[config.mk]
export PLATFORM = sky130hd
export DESIGN_NAME = vector_exe_unit
export DESIGN_NICKNAME = d
export VERILOG_FILES = /design/src/verilog/exe_pkg.sv /design/src/verilog/exe_issue_if.sv /design/src/verilog/opcode_fifo.sv /design/src/verilog/instr_decode.sv /design/src/verilog/scalar_regfile.sv /design/src/verilog/exe_control.sv /design/src/verilog/vector_exe_unit.sv
export SDC_FILE = /design/constraint.sdc
export NUM_CORES = 1
export LEC_CHECK = 0
export ABC_CLOCK_PERIOD_IN_PS = 4200
export BUFFER_PORTS_ARGS = -buffer_cell sky130_fd_sc_hd__buf_4
export CORE_ASPECT_RATIO = 0.6
export CORE_UTILIZATION = 55
export CTS_BUF_LIST = sky130_fd_sc_hd__clkbuf_4 sky130_fd_sc_hd__clkbuf_8
export DETAILED_ROUTE_END_ITERATION = 6
export PLACE_DENSITY = 0.72
export SLEW_MARGIN = 10
export SYNTH_ARGS = -nofsm -noshare
export SYNTH_HDL_FRONTEND = slang
export SYNTH_HIERARCHICAL = 1
export SYNTH_SLANG_ARGS = --single-unit
[constraint.sdc]
create_clock -name clk -period 4.2 [get_ports clk]
set_input_delay 0.21 -clock clk [delete_from_list [all_inputs] [get_ports clk]]
set_output_delay 0.21 -clock clk [all_outputs]
set_load 0.01 [all_outputs]
[src/verilog/exe_pkg.sv]
// ~~~~~~~~~~~~~~~~~~~~~~~~~~~~~~~~~~~~~~~~
// shared types and constants of the execution unit front
// instruction word: opcode 31..24, r1 23..16, r2 15..8, r3 7..0
// opcodes not listed in vopcode_t execute as NO_OP
// ~~~~~~~~~~~~~~~~~~~~~~~~~~~~~~~~~~~~~~~~

package exe_pkg;

   // instruction buffer depth, per channel
   localparam int FIFO_DEPTH = 4;
   localparam int FIFO_PTR_W = $clog2(FIFO_DEPTH);

   // scalar register file size
   localparam int SCALAR_REGS = 16;

   // one instruction or immediate word
   typedef logic [31:0] instr_word_t;

   // one 8-bit register field of an instruction
   typedef logic [7:0] instr_field_t;

   // scalar register value and index
   typedef logic [31:0] scalar_t;
   typedef logic [3:0] sreg_idx_t;

   // vector register index, low bits of r1
   typedef logic [4:0] vreg_idx_t;

   // vector length register
   typedef logic [31:0] vec_len_t;

   // reduced instruction set
   typedef enum logic [7:0] {
      NO_OP   = 8'h00,
      LV      = 8'h10,
      SV      = 8'h11,
      MTC1    = 8'h20,
      MFC1    = 8'h21,
      MOV_IMM = 8'h30
   } vopcode_t;

   // decoder waits for the data word of a MOV_IMM in DEC_IMM
   typedef enum logic {
      DEC_INSTR = 1'b0,
      DEC_IMM   = 1'b1
   } decode_state_t;

endpackage

[src/verilog/exe_issue_if.sv]
// ~~~~~~~~~~~~~~~~~~~~~~~~~~~~~~~~~~~~~~~~
// one decoded instruction, decoder to executor
// transfer on a rising edge with valid and ready high
// ~~~~~~~~~~~~~~~~~~~~~~~~~~~~~~~~~~~~~~~~
`timescale 1ns/1ps

interface exe_issue_if import exe_pkg::*; ();

   logic         valid;
   vopcode_t     op;
   instr_field_t r1;
   instr_field_t r2;
   instr_word_t  imm;
   logic         ready;

   modport decoder (output valid, op, r1, r2, imm, input ready);

   modport executor (input valid, op, r1, r2, imm, output ready);

endinterface

[src/verilog/opcode_fifo.sv]
// ~~~~~~~~~~~~~~~~~~~~~~~~~~~~~~~~~~~~~~~~
// circular instruction buffer, FIFO_DEPTH words
// source must not push while full is high
// pop on an empty buffer is ignored
// ~~~~~~~~~~~~~~~~~~~~~~~~~~~~~~~~~~~~~~~~
`timescale 1ns/1ps

module opcode_fifo import exe_pkg::*; (
   input  logic        clk,
   input  logic        reset,
   input  logic        push,
   input  instr_word_t push_data,
   input  logic        pop,
   output instr_word_t head,
   output logic        empty,
   output logic        full
);

   instr_word_t mem [FIFO_DEPTH];
   logic [FIFO_PTR_W-1:0] wr_ptr;
   logic [FIFO_PTR_W-1:0] rd_ptr;
   logic [FIFO_PTR_W:0]   count;
   logic do_push;
   logic do_pop;

   assign do_push = push && !full;
   assign do_pop  = pop && !empty;

   assign head  = mem[rd_ptr];
   assign empty = (count == '0);
   assign full  = (count == (FIFO_PTR_W + 1)'(FIFO_DEPTH));

   always_ff @(posedge clk) begin
      if (do_push) begin
         mem[wr_ptr] <= push_data;
      end
   end

   // pointers wrap naturally, depth is a power of two
   always_ff @(posedge clk or negedge reset) begin
      if (!reset) begin
         wr_ptr <= '0;
         rd_ptr <= '0;
         count  <= '0;
      end else begin
         if (do_push) begin
            wr_ptr <= wr_ptr + 1'b1;
         end
         if (do_pop) begin
            rd_ptr <= rd_ptr + 1'b1;
         end
         case ({do_push, do_pop})
            2'b10:   count <= count + 1'b1;
            2'b01:   count <= count - 1'b1;
            default: count <= count;
         endcase
      end
   end

   // the source sees full through inst_buff_full at the top
   push_when_full: assert property (@(posedge clk) disable iff (!reset)
      push |-> !full)
      else $error("opcode_fifo: push while full");

endmodule

[src/verilog/instr_decode.sv]
// ~~~~~~~~~~~~~~~~~~~~~~~~~~~~~~~~~~~~~~~~
// alternates strictly between the two buffers, channel 0 first
// MOV_IMM is held back until its data word is popped
// one decoded instruction register, refillable while handing over
// ~~~~~~~~~~~~~~~~~~~~~~~~~~~~~~~~~~~~~~~~
`timescale 1ns/1ps

module instr_decode import exe_pkg::*; (
   input  logic        clk,
   input  logic        reset,
   input  instr_word_t head0,
   input  logic        empty0,
   input  instr_word_t head1,
   input  logic        empty1,
   output logic        pop0,
   output logic        pop1,
   exe_issue_if.decoder issue
);

   decode_state_t state;
   logic        rr_ptr;
   instr_word_t sel_word;
   logic        sel_empty;
   logic        reg_free;
   logic        pop;
   vopcode_t    sel_op;

   // only the pointed buffer is looked at
   assign sel_word  = rr_ptr ? head1 : head0;
   assign sel_empty = rr_ptr ? empty1 : empty0;
   assign sel_op    = vopcode_t'(sel_word[31:24]);

   // register is free, or its instruction leaves this cycle
   assign reg_free = !issue.valid || issue.ready;
   assign pop      = !sel_empty && reg_free;
   assign pop0     = pop && !rr_ptr;
   assign pop1     = pop && rr_ptr;

   always_ff @(posedge clk or negedge reset) begin
      if (!reset) begin
         state       <= DEC_INSTR;
         rr_ptr      <= 1'b0;
         issue.valid <= 1'b0;
      end else begin
         if (issue.valid && issue.ready) begin
            issue.valid <= 1'b0;
         end
         if (pop) begin
            rr_ptr <= ~rr_ptr;
            if (state == DEC_INSTR) begin
               if (sel_op == MOV_IMM) begin
                  // fields kept, valid waits for the data word
                  state       <= DEC_IMM;
                  issue.valid <= 1'b0;
               end else begin
                  issue.valid <= 1'b1;
               end
            end else begin
               state       <= DEC_INSTR;
               issue.valid <= 1'b1;
            end
         end
      end
   end

   // instruction payload
   always_ff @(posedge clk) begin
      if (pop) begin
         if (state == DEC_INSTR) begin
            issue.op <= sel_op;
            issue.r1 <= sel_word[23:16];
            issue.r2 <= sel_word[15:8];
         end else begin
            issue.imm <= sel_word;
         end
      end
   end

endmodule

[src/verilog/scalar_regfile.sv]
// ~~~~~~~~~~~~~~~~~~~~~~~~~~~~~~~~~~~~~~~~
// scalar registers, all cleared on reset
// combinational read, write at the rising edge
// ~~~~~~~~~~~~~~~~~~~~~~~~~~~~~~~~~~~~~~~~
`timescale 1ns/1ps

module scalar_regfile import exe_pkg::*; (
   input  logic      clk,
   input  logic      reset,
   input  sreg_idx_t rd_idx,
   output scalar_t   rd_data,
   input  logic      wr_en,
   input  sreg_idx_t wr_idx,
   input  scalar_t   wr_data
);

   scalar_t regs [SCALAR_REGS];

   // no bypass, a write is seen from the next cycle
   assign rd_data = regs[rd_idx];

   always_ff @(posedge clk or negedge reset) begin
      if (!reset) begin
         for (int i = 0; i < SCALAR_REGS; i++) begin
            regs[i] <= '0;
         end
      end else if (wr_en) begin
         regs[wr_idx] <= wr_data;
      end
   end

endmodule

[src/verilog/exe_control.sv]
// ~~~~~~~~~~~~~~~~~~~~~~~~~~~~~~~~~~~~~~~~
// executes decoded instructions, holds the vector length
// LV/SV request rises one cycle after transfer, held until accepted
// no new instruction is taken while a request is pending
// ~~~~~~~~~~~~~~~~~~~~~~~~~~~~~~~~~~~~~~~~
`timescale 1ns/1ps

module exe_control import exe_pkg::*; (
   input  logic      clk,
   input  logic      reset,
   exe_issue_if.executor issue,
   output sreg_idx_t rd_idx,
   input  scalar_t   rd_data,
   output logic      wr_en,
   output sreg_idx_t wr_idx,
   output scalar_t   wr_data,
   input  logic      ls_busy,
   output logic      ls_req_valid,
   output logic      ls_req_write,
   output vreg_idx_t ls_req_vreg,
   output scalar_t   ls_req_addr,
   output vec_len_t  ls_req_length
);

   vec_len_t vec_len;
   logic     fire;
   logic     is_mem;

   assign issue.ready = !ls_req_valid;
   assign fire        = issue.valid && issue.ready;
   assign is_mem      = (issue.op == LV) || (issue.op == SV);

   // r2 addresses the scalar source for MTC1, LV and SV
   assign rd_idx = issue.r2[$bits(sreg_idx_t)-1:0];
   assign wr_idx = issue.r1[$bits(sreg_idx_t)-1:0];

   // scalar writeback for MFC1 and MOV_IMM
   always_comb begin
      wr_en   = 1'b0;
      wr_data = issue.imm;
      case (issue.op)
         MFC1: begin
            wr_en   = fire;
            wr_data = vec_len;
         end
         MOV_IMM: begin
            wr_en = fire;
         end
         default: begin
            wr_en = 1'b0;
         end
      endcase
   end

   always_ff @(posedge clk or negedge reset) begin
      if (!reset) begin
         vec_len      <= '0;
         ls_req_valid <= 1'b0;
      end else begin
         if (fire && (issue.op == MTC1)) begin
            vec_len <= rd_data;
         end
         if (fire && is_mem) begin
            ls_req_valid <= 1'b1;
         end else if (ls_req_valid && !ls_busy) begin
            ls_req_valid <= 1'b0;
         end
      end
   end

   // request fields, length sampled at transfer
   always_ff @(posedge clk) begin
      if (fire && is_mem) begin
         ls_req_write  <= (issue.op == SV);
         ls_req_vreg   <= issue.r1[$bits(vreg_idx_t)-1:0];
         ls_req_addr   <= rd_data;
         ls_req_length <= vec_len;
      end
   end

   // load/store unit relies on a steady request while it is busy
   req_stable: assert property (@(posedge clk) disable iff (!reset)
      ls_req_valid && ls_busy |=> ls_req_valid && $stable(ls_req_write)
         && $stable(ls_req_vreg) && $stable(ls_req_addr) && $stable(ls_req_length))
      else $error("exe_control: request changed while load/store busy");

endmodule

[src/verilog/vector_exe_unit.sv]
// ~~~~~~~~~~~~~~~~~~~~~~~~~~~~~~~~~~~~~~~~
// execution unit front, two instruction channels
// a push writes both channels, program order is opcode0 then opcode1
// ~~~~~~~~~~~~~~~~~~~~~~~~~~~~~~~~~~~~~~~~
`timescale 1ns/1ps

module vector_exe_unit import exe_pkg::*; (
   input  logic        clk,
   input  logic        reset,
   input  logic        opcode_vld,
   input  instr_word_t opcode0,
   input  instr_word_t opcode1,
   input  logic        ls_busy,
   output logic        inst_buff_full,
   output logic        ls_req_valid,
   output logic        ls_req_write,
   output vreg_idx_t   ls_req_vreg,
   output scalar_t     ls_req_addr,
   output vec_len_t    ls_req_length
);

   instr_word_t head0;
   instr_word_t head1;
   logic        empty0;
   logic        empty1;
   logic        full0;
   logic        full1;
   logic        pop0;
   logic        pop1;
   sreg_idx_t   rd_idx;
   scalar_t     rd_data;
   logic        wr_en;
   sreg_idx_t   wr_idx;
   scalar_t     wr_data;

   exe_issue_if issue_bus ();

   assign inst_buff_full = full0 || full1;

   opcode_fifo buffer0 (.clk(clk), .reset(reset), .push(opcode_vld), .push_data(opcode0),
      .pop(pop0), .head(head0), .empty(empty0), .full(full0));

   opcode_fifo buffer1 (.clk(clk), .reset(reset), .push(opcode_vld), .push_data(opcode1),
      .pop(pop1), .head(head1), .empty(empty1), .full(full1));

   instr_decode decoder (.clk(clk), .reset(reset), .head0(head0), .empty0(empty0),
      .head1(head1), .empty1(empty1), .pop0(pop0), .pop1(pop1), .issue(issue_bus.decoder));

   scalar_regfile sregs (.clk(clk), .reset(reset), .rd_idx(rd_idx), .rd_data(rd_data),
      .wr_en(wr_en), .wr_idx(wr_idx), .wr_data(wr_data));

   exe_control executor (.clk(clk), .reset(reset), .issue(issue_bus.executor),
      .rd_idx(rd_idx), .rd_data(rd_data), .wr_en(wr_en), .wr_idx(wr_idx), .wr_data(wr_data),
      .ls_busy(ls_busy), .ls_req_valid(ls_req_valid), .ls_req_write(ls_req_write),
      .ls_req_vreg(ls_req_vreg), .ls_req_addr(ls_req_addr), .ls_req_length(ls_req_length));

endmodule

### Yosys cells after proc, flatten, opt, wreduce, memory -nomap -nowiden

Memories as Yosys holds them, arrays and structs flattened.
Index checks and enable logic that the tools add are counted.

| word-level totals | value |
|---|---|
| ROM bits | 0 |
| memories | 2 |
| bits in registers | 681 |
| bits of input ports | 68 |
| word-level logic and storage cells | 121 |
| output and inout port bits | 72 |
| latch bits | 0 |
| RAM bits | 256 |

Memories:

| memory | words | width | rd ports | clocked after memory_dff | wr ports | line | source |
|---|---|---|---|---|---|---|---|
| buffer0.mem | 4 | 32 | 1 | 0 | 1 | opcode_fifo.sv:19 | `instr_word_t mem [FIFO_DEPTH];` |
| buffer1.mem | 4 | 32 | 1 | 0 | 1 | opcode_fifo.sv:19 |  |

| operators by class | value |
|---|---|
| bitwise logic cells | 4 |
| reduce and logical (&&, ||, !) cells | 33 |
| multipliers | 0 |
| mux-type cells | 24 |
| shift operators | 0 |
| magnitude comparators | 3 |
| equality and inequality tests | 12 |
| add/sub/neg operators | 8 |
| divide/modulo/power cells | 0 |

Operators with widths:

| operator | count |
|---|---|
| bitwise mux 512 bit | 1 |
| 2-to-1 mux 32 bit | 5 |
| binary-select mux 32 bit (select 4 bit) | 1 |
| demux 32 bit (select 4 bit) | 1 |
| equality test 8 x 6 -> 1 bit, second input constant | 4 |
| equality test 8 x 5 -> 1 bit, second input constant | 2 |
| 2-to-1 mux 1 bit | 14 |
| logical AND 1 bit | 12 |
| case mux 3 bit (2 select lines) | 2 |
| >= comparator 5 bit, second input constant | 2 |
| NOT 4 -> 5 bit | 2 |
| zero test 1 bit | 9 |
| adder 2 x 1 -> 2 bit, second input constant | 4 |
| nonzero test 2 bit | 4 |
| adder 3 x 1 -> 3 bit, second input constant | 2 |
| equality test 3 bit, second input constant | 2 |
| zero test 3 bit | 2 |
| subtractor 3 x 1 -> 3 bit, second input constant | 2 |
| < comparator 5 x 1 -> 1 bit, second input constant | 1 |
| equality test 2 x 1 -> 1 bit, second input constant | 2 |
| equality test 2 bit, second input constant | 2 |
| AND reduction 2 bit | 2 |
| logical OR 1 bit | 3 |
| NOT 1 bit | 2 |
| OR reduction 2 bit | 1 |

### Logic depth before layout (Yosys ltp)

Gate-level depths: netlist of run 1.

| logic depth | value |
|---|---|
| word-level depth | 8 |
| gate-level depth with buffers | 10 |
| depth with buffers taken out | 10 |

### Cells and area by module

The synthesis of run 1 kept the hierarchy.

Modules (own cells, without submodules):

| module | cells each | area each (um^2) | seq. area each (um^2) | times used |
|---|---|---|---|---|
| scalar_regfile | 1404 | 22774.3 | 12812.3 | 1 |
| opcode_fifo | 205 | 5091.1 | 4018.9 | 2 |
| exe_control | 197 | 3871.2 | 2927.8 | 1 |
| instr_decode | 117 | 2296.0 | 1756.7 | 1 |
| vector_exe_unit | 1 | 6.3 | 0.0 | 1 |

### Worst setup path before layout of run 1

No wires, ideal clock.

| timing | value |
|---|---|
| kind | register to register |
| from | reg decoder.issue.op[6] |
| to | reg executor.ls_req_addr[0], enable pin |
| period minus slack after synthesis | 3.235 ns |
| setup time | 0.436 ns |
| required time | 3.764 ns |
| stages on the path, launching flop included | 4 |
| path slack | 0.965 ns |
| arrival time | 2.799 ns |
| buffers on the path | 0 |
| cells stage by stage | edfxtp_1 or4_4 nor2_1 and3_1 |

| between the ends | value |
|---|---|
| longest elaborated chain between the ends | 3 |
| elaborated cells on any way between the ends | 4 |
| those cells by class | eq/ne (2); reduce/logical (2) |

RTL lines:

| element | line | source |
|---|---|---|
| start: declaration | exe_issue_if.sv:16 | `modport decoder (output valid, op, r1, r2, imm, input ready);` |
| start signal: assignment | instr_decode.sv:70 | `issue.op <= sel_op;` |
| equality test 8 x 5 -> 1 bit | exe_control.sv:31 | `assign is_mem = (issue.op == LV) \|\| (issue.op == SV);` |
| logical OR 1 bit * | exe_control.sv:31 |  |
| logical AND 1 bit * | exe_control.sv:73 | `if (fire && is_mem) begin` |
| end signal: assignment | exe_control.sv:76 | `ls_req_addr <= rd_data;` |
| end: declaration | exe_control.sv:21 | `output scalar_t ls_req_addr,` |

Mark *: on every way between the ends. The rest lies on a longest branch, timed or not.
A chain may end at the register's enable or synchronous reset.

### Worst setup path in the final report of run 1

| timing | value |
|---|---|
| from | reg decoder.issue.op[6] |
| to | reg sregs/regs[486] in the netlist's numbering |

| between the ends | value |
|---|---|
| longest elaborated chain between the ends | 3 |
| elaborated cells on any way between the ends | 6 |
| those cells by class | eq/ne (2); mux (3); reduce/logical (1) |

RTL lines:

| element | line | source |
|---|---|---|
| equality test 8 x 6 -> 1 bit | exe_control.sv:41 | `case (issue.op)` |
| OR reduction 2 bit (no line) * | n/a |  |
| 2-to-1 mux 1 bit * | exe_control.sv:41 |  |
| named net wr_en | vector_exe_unit.sv:32 | `logic wr_en;` |
| end signal: indexed assignment | scalar_regfile.sv:28 | `regs[wr_idx] <= wr_data;` |
| end: declaration | scalar_regfile.sv:17 | `scalar_t regs [SCALAR_REGS];` |

The timed path passes the listed nets; every way through them passes the cells marked *.

==> results of run 1 <==
-- final cells by class --
cell class | instances | area [sq um]
clock buffer | 206 | 2541
clock inverter | 38 | 326.6
fill | 4750 | 25430
inverter | 13 | 48.80
multi-input combinational | 1011 | 12800
sequential | 937 | 25330
tap | 924 | 1156
timing repair buffer | 259 | 2282
-- what timing repair did --
action	CTS	global route
endpoints found under the hold margin	372	0
hold buffers	67	0
buffers inserted	0	0
-- through the flow --
stage                     hold WS, ns  setup slack (ns)
after floorplan              -0.08559            0.9649
after global placement         0.3806            0.9034
after detailed placement       0.3942            0.8429
after CTS                      0.1385            0.8220
after global routing           0.1597            0.6859
final                          0.1805            0.8170
-- state kept, by name, indices dropped and copies added, names as in the netlist, 2 cells and up --
| signal | flops |
|---|---|
| executor/ls_req_vreg | 5 |
| executor/vec_len | 32 |
| buffer1/rd_ptr | 2 |
| buffer1/count | 3 |
| buffer0/rd_ptr | 2 |
| sregs/regs | 512 |
| buffer0/wr_ptr | 2 |
| decoder/issue.r2 | 4 |
| executor/ls_req_length | 32 |
| buffer0/count | 3 |
| buffer0/mem | 128 |
| buffer1/wr_ptr | 2 |
| decoder/issue.imm | 32 |
| decoder/issue.op | 8 |
| executor/ls_req_addr | 32 |
| buffer1/mem | 128 |
| decoder/issue.r1 | 5 |
-- worst max-delay path: stages, from the launching register on --
cell and delay (ns):
edfxtp_1 0.39, or4_4 0.57, nor2_1 0.21, and4_1 0.36, nand2b_1 0.14, or4_2 1.08, mux2_1 0.49
-- where the power goes --
part	total, uW	internal [uW]	leakage [uW]	switching, uW
clock	7600	4180	0.00152	3430
sequential	11900	11100	0.0112	830
combinational	5640	2690	0.00644	2950
total	25200	18000	0.0191	7210
-- worst paths after layout --
kind                                            to  cells after the start  slack (ns)                start
max                                sregs/regs[486]                      6        0.82  decoder/issue.op[6]
min                                  sregs/regs[4]                      2        0.18                reset
max reg2reg                        sregs/regs[486]                      6        0.82  decoder/issue.op[6]
min reg2reg                executor/ls_req_vreg[4]                      0        0.43  decoder/issue.r1[4]
max in group asynchronous          sregs/regs[202]                      3        2.88                reset
min in group clk                buffer0/mem[1][29]                      2        0.20          opcode0[29]
-- metal layers --
metal	vias to the layer above	GRT usage (%)	share of wire, %
li1	8647	-	-
met1	11070	36.00	46
met2	557	36.74	47
met3	135	5.007	5.3
met4	0	7.666	2.3
met5	-	0	0
-- layout by cell type, fill, tap and decap left out, types with 8 or more instances in the layout --
cell	n
a22oi_1	64
clkbuf_4	47
mux2_1	13
inv_1	13
dfrtp_1	559
clkinv_2	13
buf_4	178
clkbuf_8	159
nand2_1	37
buf_12	13
dlygate4sd3_1	67
mux4_2	184
clkinv_1	12
edfxtp_1	375
nor2_1	8
mux2_2	598
mux4_1	8
ha_1	10
==> Implementation_results.wiki, run 1 <==
{| class="wikitable"
! Metric !! Value
|-
| Number of violations of the max-capacitance limit || 0
|-
| Cell Rows || 75
|-
| Placer's final routability congestion estimate || 0.7533
|-
| Slew margin rel. || 19.17%
|-
| IO buf count || 139
|-
| DRT Pass-1 Iters || 5
|-
| Fraction of final layout cells sized beyond drive strength 1 || 50.45%
|-
| Count of placed standard cells including taps || 3,077
|-
| Post-detailed-route wirelength per cell || 25.15 microns
|-
| Cell area after layout || 44,480 sq um
|-
| Final non-filler cell total || 3,388
|-
| Final net count || 2,438
|-
| Worst hold-check path type || in -> async
|-
| Die Area || 71,870 sq um
|-
| Number of nets in the synthesized netlist || 2,202
|-
| Number of clock sinks seen by CTS || 937
|-
| Deepest clock path buffer count || 3
|-
| Tot GR Track Use || 24.36%
|-
| Std-Cell Core Area || 69,910 sq um
|-
| Setup clock skew after layout || 0.02789 ns
|-
| H-tree depth reported by CTS || 4
|-
| Detailed Route Iter0 Violations || 1,642
|-
| Unrepaired setup endpoints after global routing || false
|-
| Setup Total Neg Slack || 0 ns
|-
| Transition at the pin with the smallest max-transition slack || 1.212 ns
|-
| Post-cts repair resize count || 0
|-
| Leakage component of the power || 0.01911 uW
|-
| Startpoint kind of the worst setup timing path || register
|-
| CTS tree || built
|-
| Antenna violations before repair || 0
|-
| Final hold vios || 0
|-
| GRT Residual Overflow || 0
|-
| Via count of the first global-routing pass || 21,770
|-
| Total number of vias || 20,410
|-
| Count of mapped cells out of synthesis || 2,122
|-
| CTS clock-pin slew for the worst setup and hold paths || 0.07 ns
|-
| Power, Total || 25,170 uW
|-
| First-pass GRT wire length || 132.0 mm
|-
| Final count of negative-setup-slack endpoints || 0
|-
| Cell Pwr Density || 565.9 nW/um^2
|-
| Avg Synthesized Cell Area || 18.34 sq um
|-
| Min Clock Period, post-route || 3.383 ns
|-
| Largest net degree at the start of global routing || 120
|-
| Height of the chip || 208.1 microns
|-
| Count of antenna diodes in the layout || 0
|-
| Total Wirelength || 85.20 mm
|-
| Worst-skew pair later-pin latency || 0.75 ns
|-
| I/O Pins || 140
|-
| Detailed placer's ending HPWL || 51.09 mm
|-
| Effective utilization at floorplan || 55.67%
|-
| Endpoint kind of the worst setup timing path || register
|-
| Residual antenna-violating net count after detailed routing || 0
|-
| Via density per instance || 6.023
|-
| Outcome || finished, final reports clean
|-
| Yosys warning count || 6
|-
| Peak Freq || 0.2956 GHz
|-
| Post-route clock period utilization || 80.55%
|-
| Max Slew Vio Count || 0
|-
| Critical path arrival || 4.01 ns
|-
| Maximum fanout count along the critical path || 32
|-
| TritonCTS buffer count || 136
|-
| Syn-to-layout area delta || 14.28%
|-
| Peak supply drop || 0.4950 mV
|-
| Util after Layout || 63.62%
|-
| Post-detailed-placement cell area || 40,940 sq um
|-
| Type of the setup path with the least slack || reg -> reg
|-
| Required time reported for the critical path endpoint || 4.83 ns
|-
| Total standard cell area after synthesis || 38,920 sq um
|-
| Horizontal die dimension || 345.4 microns
|-
| DRC Markers || 0
|-
| CTS root buf || clkbuf_8
|}
Power figures use the tool's default switching activity.
==> run 2, diff against run 1 <==
--- a/config.mk
+++ b/config.mk
@@ -5,13 +5,13 @@
 export SDC_FILE = /design/constraint.sdc
 export NUM_CORES = 1
 export LEC_CHECK = 0
-export ABC_CLOCK_PERIOD_IN_PS = 4200
+export ABC_CLOCK_PERIOD_IN_PS = 2800
 export BUFFER_PORTS_ARGS = -buffer_cell sky130_fd_sc_hd__buf_4
 export CORE_ASPECT_RATIO = 0.6
 export CORE_UTILIZATION = 55
 export CTS_BUF_LIST = sky130_fd_sc_hd__clkbuf_4 sky130_fd_sc_hd__clkbuf_8
 export DETAILED_ROUTE_END_ITERATION = 6
-export PLACE_DENSITY = 0.72
+export PLACE_DENSITY = 0.75
 export SLEW_MARGIN = 10
 export SYNTH_ARGS = -nofsm -noshare
 export SYNTH_HDL_FRONTEND = slang
==> constraint.sdc (replaced) <==
create_clock -name clk -period 2.8 [get_ports clk]
set_input_delay 0.14 -clock clk [delete_from_list [all_inputs] [get_ports clk]]
set_output_delay 0.14 -clock clk [all_outputs]
set_load 0.01 [all_outputs]
==> run 2 against run 1 <==
Compared with the run above: clock power increased by 45%; register-to-register slack got worse by 0.73 ns; wire length increased by 3.1%; count of clock-buffer cells in the layout decreased by 2; critical path depth increased by 3; setup slack got worse by 0.73 ns; die area unchanged; core utilization increased by 0.93 points; worst hold slack got worse by 0.10 ns; clock skew increased by 0.0018 ns; highest routed layer unchanged; final cell count increased by 0.86%.
==> Implementation_results.wiki, run 2 (synthesis gave the netlist of run 1 again) <==
{| class="wikitable"
! Metric !! Value
|-
| Most frequent standard cell in the layout excluding fill and tap cells || mux2_2
|-
| Final net count || 2,474
|-
| Post-detailed-placement cell area || 41,630 sq um
|-
| Power, Total || 37,640 uW
|-
| Std-Cell Core Area || 69,910 sq um
|-
| Critical path's slowest cell || or4_4
|-
| Peak Freq || 0.3689 GHz
|-
| Setup clock skew after layout || 0.02971 ns
|-
| Number of violations of the max-capacitance limit || 0
|-
| IO buf count || 139
|-
| Crit-path cells || or4_4 -> nor2_2 -> and4_4 -> buf_4 -> nand2_2 -> nor4_4 -> buf_4 -> clkbuf_16 -> mux2_2
|-
| Placer's final routability congestion estimate || 0.7854
|-
| Most frequent cells in the layout || mux2_2 (598), dfrtp_1 (559), edfxtp_1 (375)
|-
| Delay of the slowest cell on the worst path || 0.55 ns
|-
| Util after Layout || 64.55%
|-
| Hold slack || 0.07588 ns
|-
| Largest registers in the final layout || sregs/regs (512), buffer0/mem (128), buffer1/mem (128)
|-
| Count of antenna diodes in the layout || 0
|-
| Depth of the critical timing path with buffers and inverters included || 9
|-
| Dpl ws || 0.003276 ns
|-
| Via density per instance || 6.030
|-
| Final count of negative-setup-slack endpoints || 0
|-
| Largest net degree at the start of global routing || 126
|-
| Outcome || finished, final reports clean
|-
| Slew margin rel. || 53.35%
|-
| GRT Residual Overflow || 0
|-
| Cell Pwr Density || 834.0 nW/um^2
|-
| Cell mode on critical path || buf_4
|-
| Leakage component of the power || 0.01938 uW
|-
| CP top delay family || simple AND/OR/NAND/NOR gates
|-
| DRT Pass-1 Iters || 5
|-
| Die Area || 71,870 sq um
|-
| Post-route clock period utilization || 96.81%
|-
| Min Clock Period, post-route || 2.711 ns
|-
| Type of the setup path with the least slack || reg -> reg
|-
| Flip-flop count of the largest register, all copies and words added || 512
|-
| Transition at the pin with the smallest max-transition slack || 0.6998 ns
|-
| H-tree depth reported by CTS || 4
|-
| TritonCTS buffer count || 135
|-
| Startpoint kind of the worst setup timing path || register
|-
| Total number of vias || 20,600
|-
| Post-detailed-route wirelength per cell || 25.71 microns
|-
| Total Wirelength || 87.85 mm
|-
| Detailed Route Iter0 Violations || 1,594
|-
| Largest reg by FF count || sregs/regs
|-
| Height of the chip || 208.1 microns
|-
| FILL cells || 4,630
|-
| Effective utilization at floorplan || 55.67%
|-
| CTS clock-pin slew for the worst setup and hold paths || 0.07 ns
|-
| Fraction of final layout cells sized beyond drive strength 1 || 51.18%
|-
| Via count of the first global-routing pass || 22,440
|-
| Worst-skew pair later-pin latency || 0.77 ns
|-
| CTS root buf || clkbuf_8
|-
| Detailed placer's ending HPWL || 54.68 mm
|-
| Syn-to-layout area delta || 15.95%
|-
| Antenna violations before repair || 0
|-
| Cell Rows || 75
|-
| Residual antenna-violating net count after detailed routing || 0
|-
| Deepest clock path buffer count || 3
|-
| Cell area after layout || 45,130 sq um
|-
| Final hold vios || 0
|-
| Tot GR Track Use || 25.15%
|-
| I/O Pins || 140
|-
| Endpoint kind of the worst setup timing path || register
|-
| Horizontal die dimension || 345.4 microns
|-
| Number of clock sinks seen by CTS || 937
|-
| First-pass GRT wire length || 136.2 mm
|-
| Maximum fanout count along the critical path || 16
|-
| Max Slew Vio Count || 0
|-
| Worst hold-check path type || in -> async
|-
| DRC Markers || 0
|-
| Count of buffer and inverter cells on the critical path || 3
|-
| CTS tree || built
|-
| Required time reported for the critical path endpoint || 3.43 ns
|-
| Crit path setup slack, layout || 0.08945 ns
|-
| Peak supply drop || 0.7617 mV
|-
| Critical path arrival || 3.34 ns
|-
| Number of cells on the worst reg-to-reg path || 9
|-
| Unrepaired setup endpoints after global routing || true
|}
==> run 2: cell types whose count changed in the layout (fill, tap and decap cells not counted), moves of 2 or more <==
cell	previous run	this run
clkinv_2	13	8
buf_4	178	175
nor3_2	7	5
and2_1	6	4
and2_2	3	5
bufinv_16	5	1
clkbuf_16	0	2
clkinvlp_4	5	7
buf_12	13	48
clkbuf_8	159	156
nor3_4	1	3
==> run 2: cell type report <==
cell class              count  area, sq um  share of cell area, %
clock buffers             204         2507                  5.556
clock inverters            32        205.2                 0.4547
inverters                  13        48.80                 0.1081
multi-input cells        1011        12820                  28.40
flip-flops and latches    937        25330                  56.12
well taps                 924         1156                  2.562
repair buffers            296         3064                  6.790
==> run 2: per-layer routing <==
metal	up-vias	GRT usage, %	share of wire (%)
met5	-	0	0
met4	0	8.344	2.4
met3	141	5.007	5.7
met2	614	38.50	47
met1	11140	36.58	45
li1	8710	-	-
==> run 2: worst paths after layout <==
path	end	startpoint	slack [ns]
setup / recovery	sregs/regs[458]	decoder/issue.op[6]	0.09
hold / removal	executor/vec_len[8]	reset	0.08
setup reg to reg	sregs/regs[458]	decoder/issue.op[6]	0.09
hold reg to reg	executor/ls_req_vreg[4]	decoder/issue.r1[4]	0.42
max in group asynchronous	decoder/rr_ptr	reset	1.99
min in group clk	buffer1/mem[2][30]	opcode1[30]	0.11
==> run 2: tightest hold or removal path: stages <==
cell and delay [ns]:
dlygate4sd3_1 0.56, buf_8 0.22, buf_16 0.26
==> run 2: repair_timing <==
| item | 4_1_cts | 5_1_grt |
|---|---|---|
| pin swaps | 0 | 2 |
| hold endpoints to repair | 773 | 0 |
| gates cloned | 0 | 2 |
| hold buffers | 68 | 0 |
| resized for setup | 2 | 14 |
| setup buffers | 0 | 1 |
| endpoints found under the setup margin | 12 | 342 |
==> run 2: report_power, final <==
part | leakage [uW] | switching [uW] | internal (uW)
sequential | 0.0112 | 1110 | 16600
combinational | 0.00679 | 4660 | 4260
clock | 0.00143 | 5150 | 5810
==> run 2: stage by stage <==
stage	cells	TNS, ns
2_1_floorplan	2122	0
3_3_place_gp	3110	0
3_5_place_dp	3110	0
4_1_cts	3414	0
5_1_grt	3417	-0.03970
6_report	3417	0
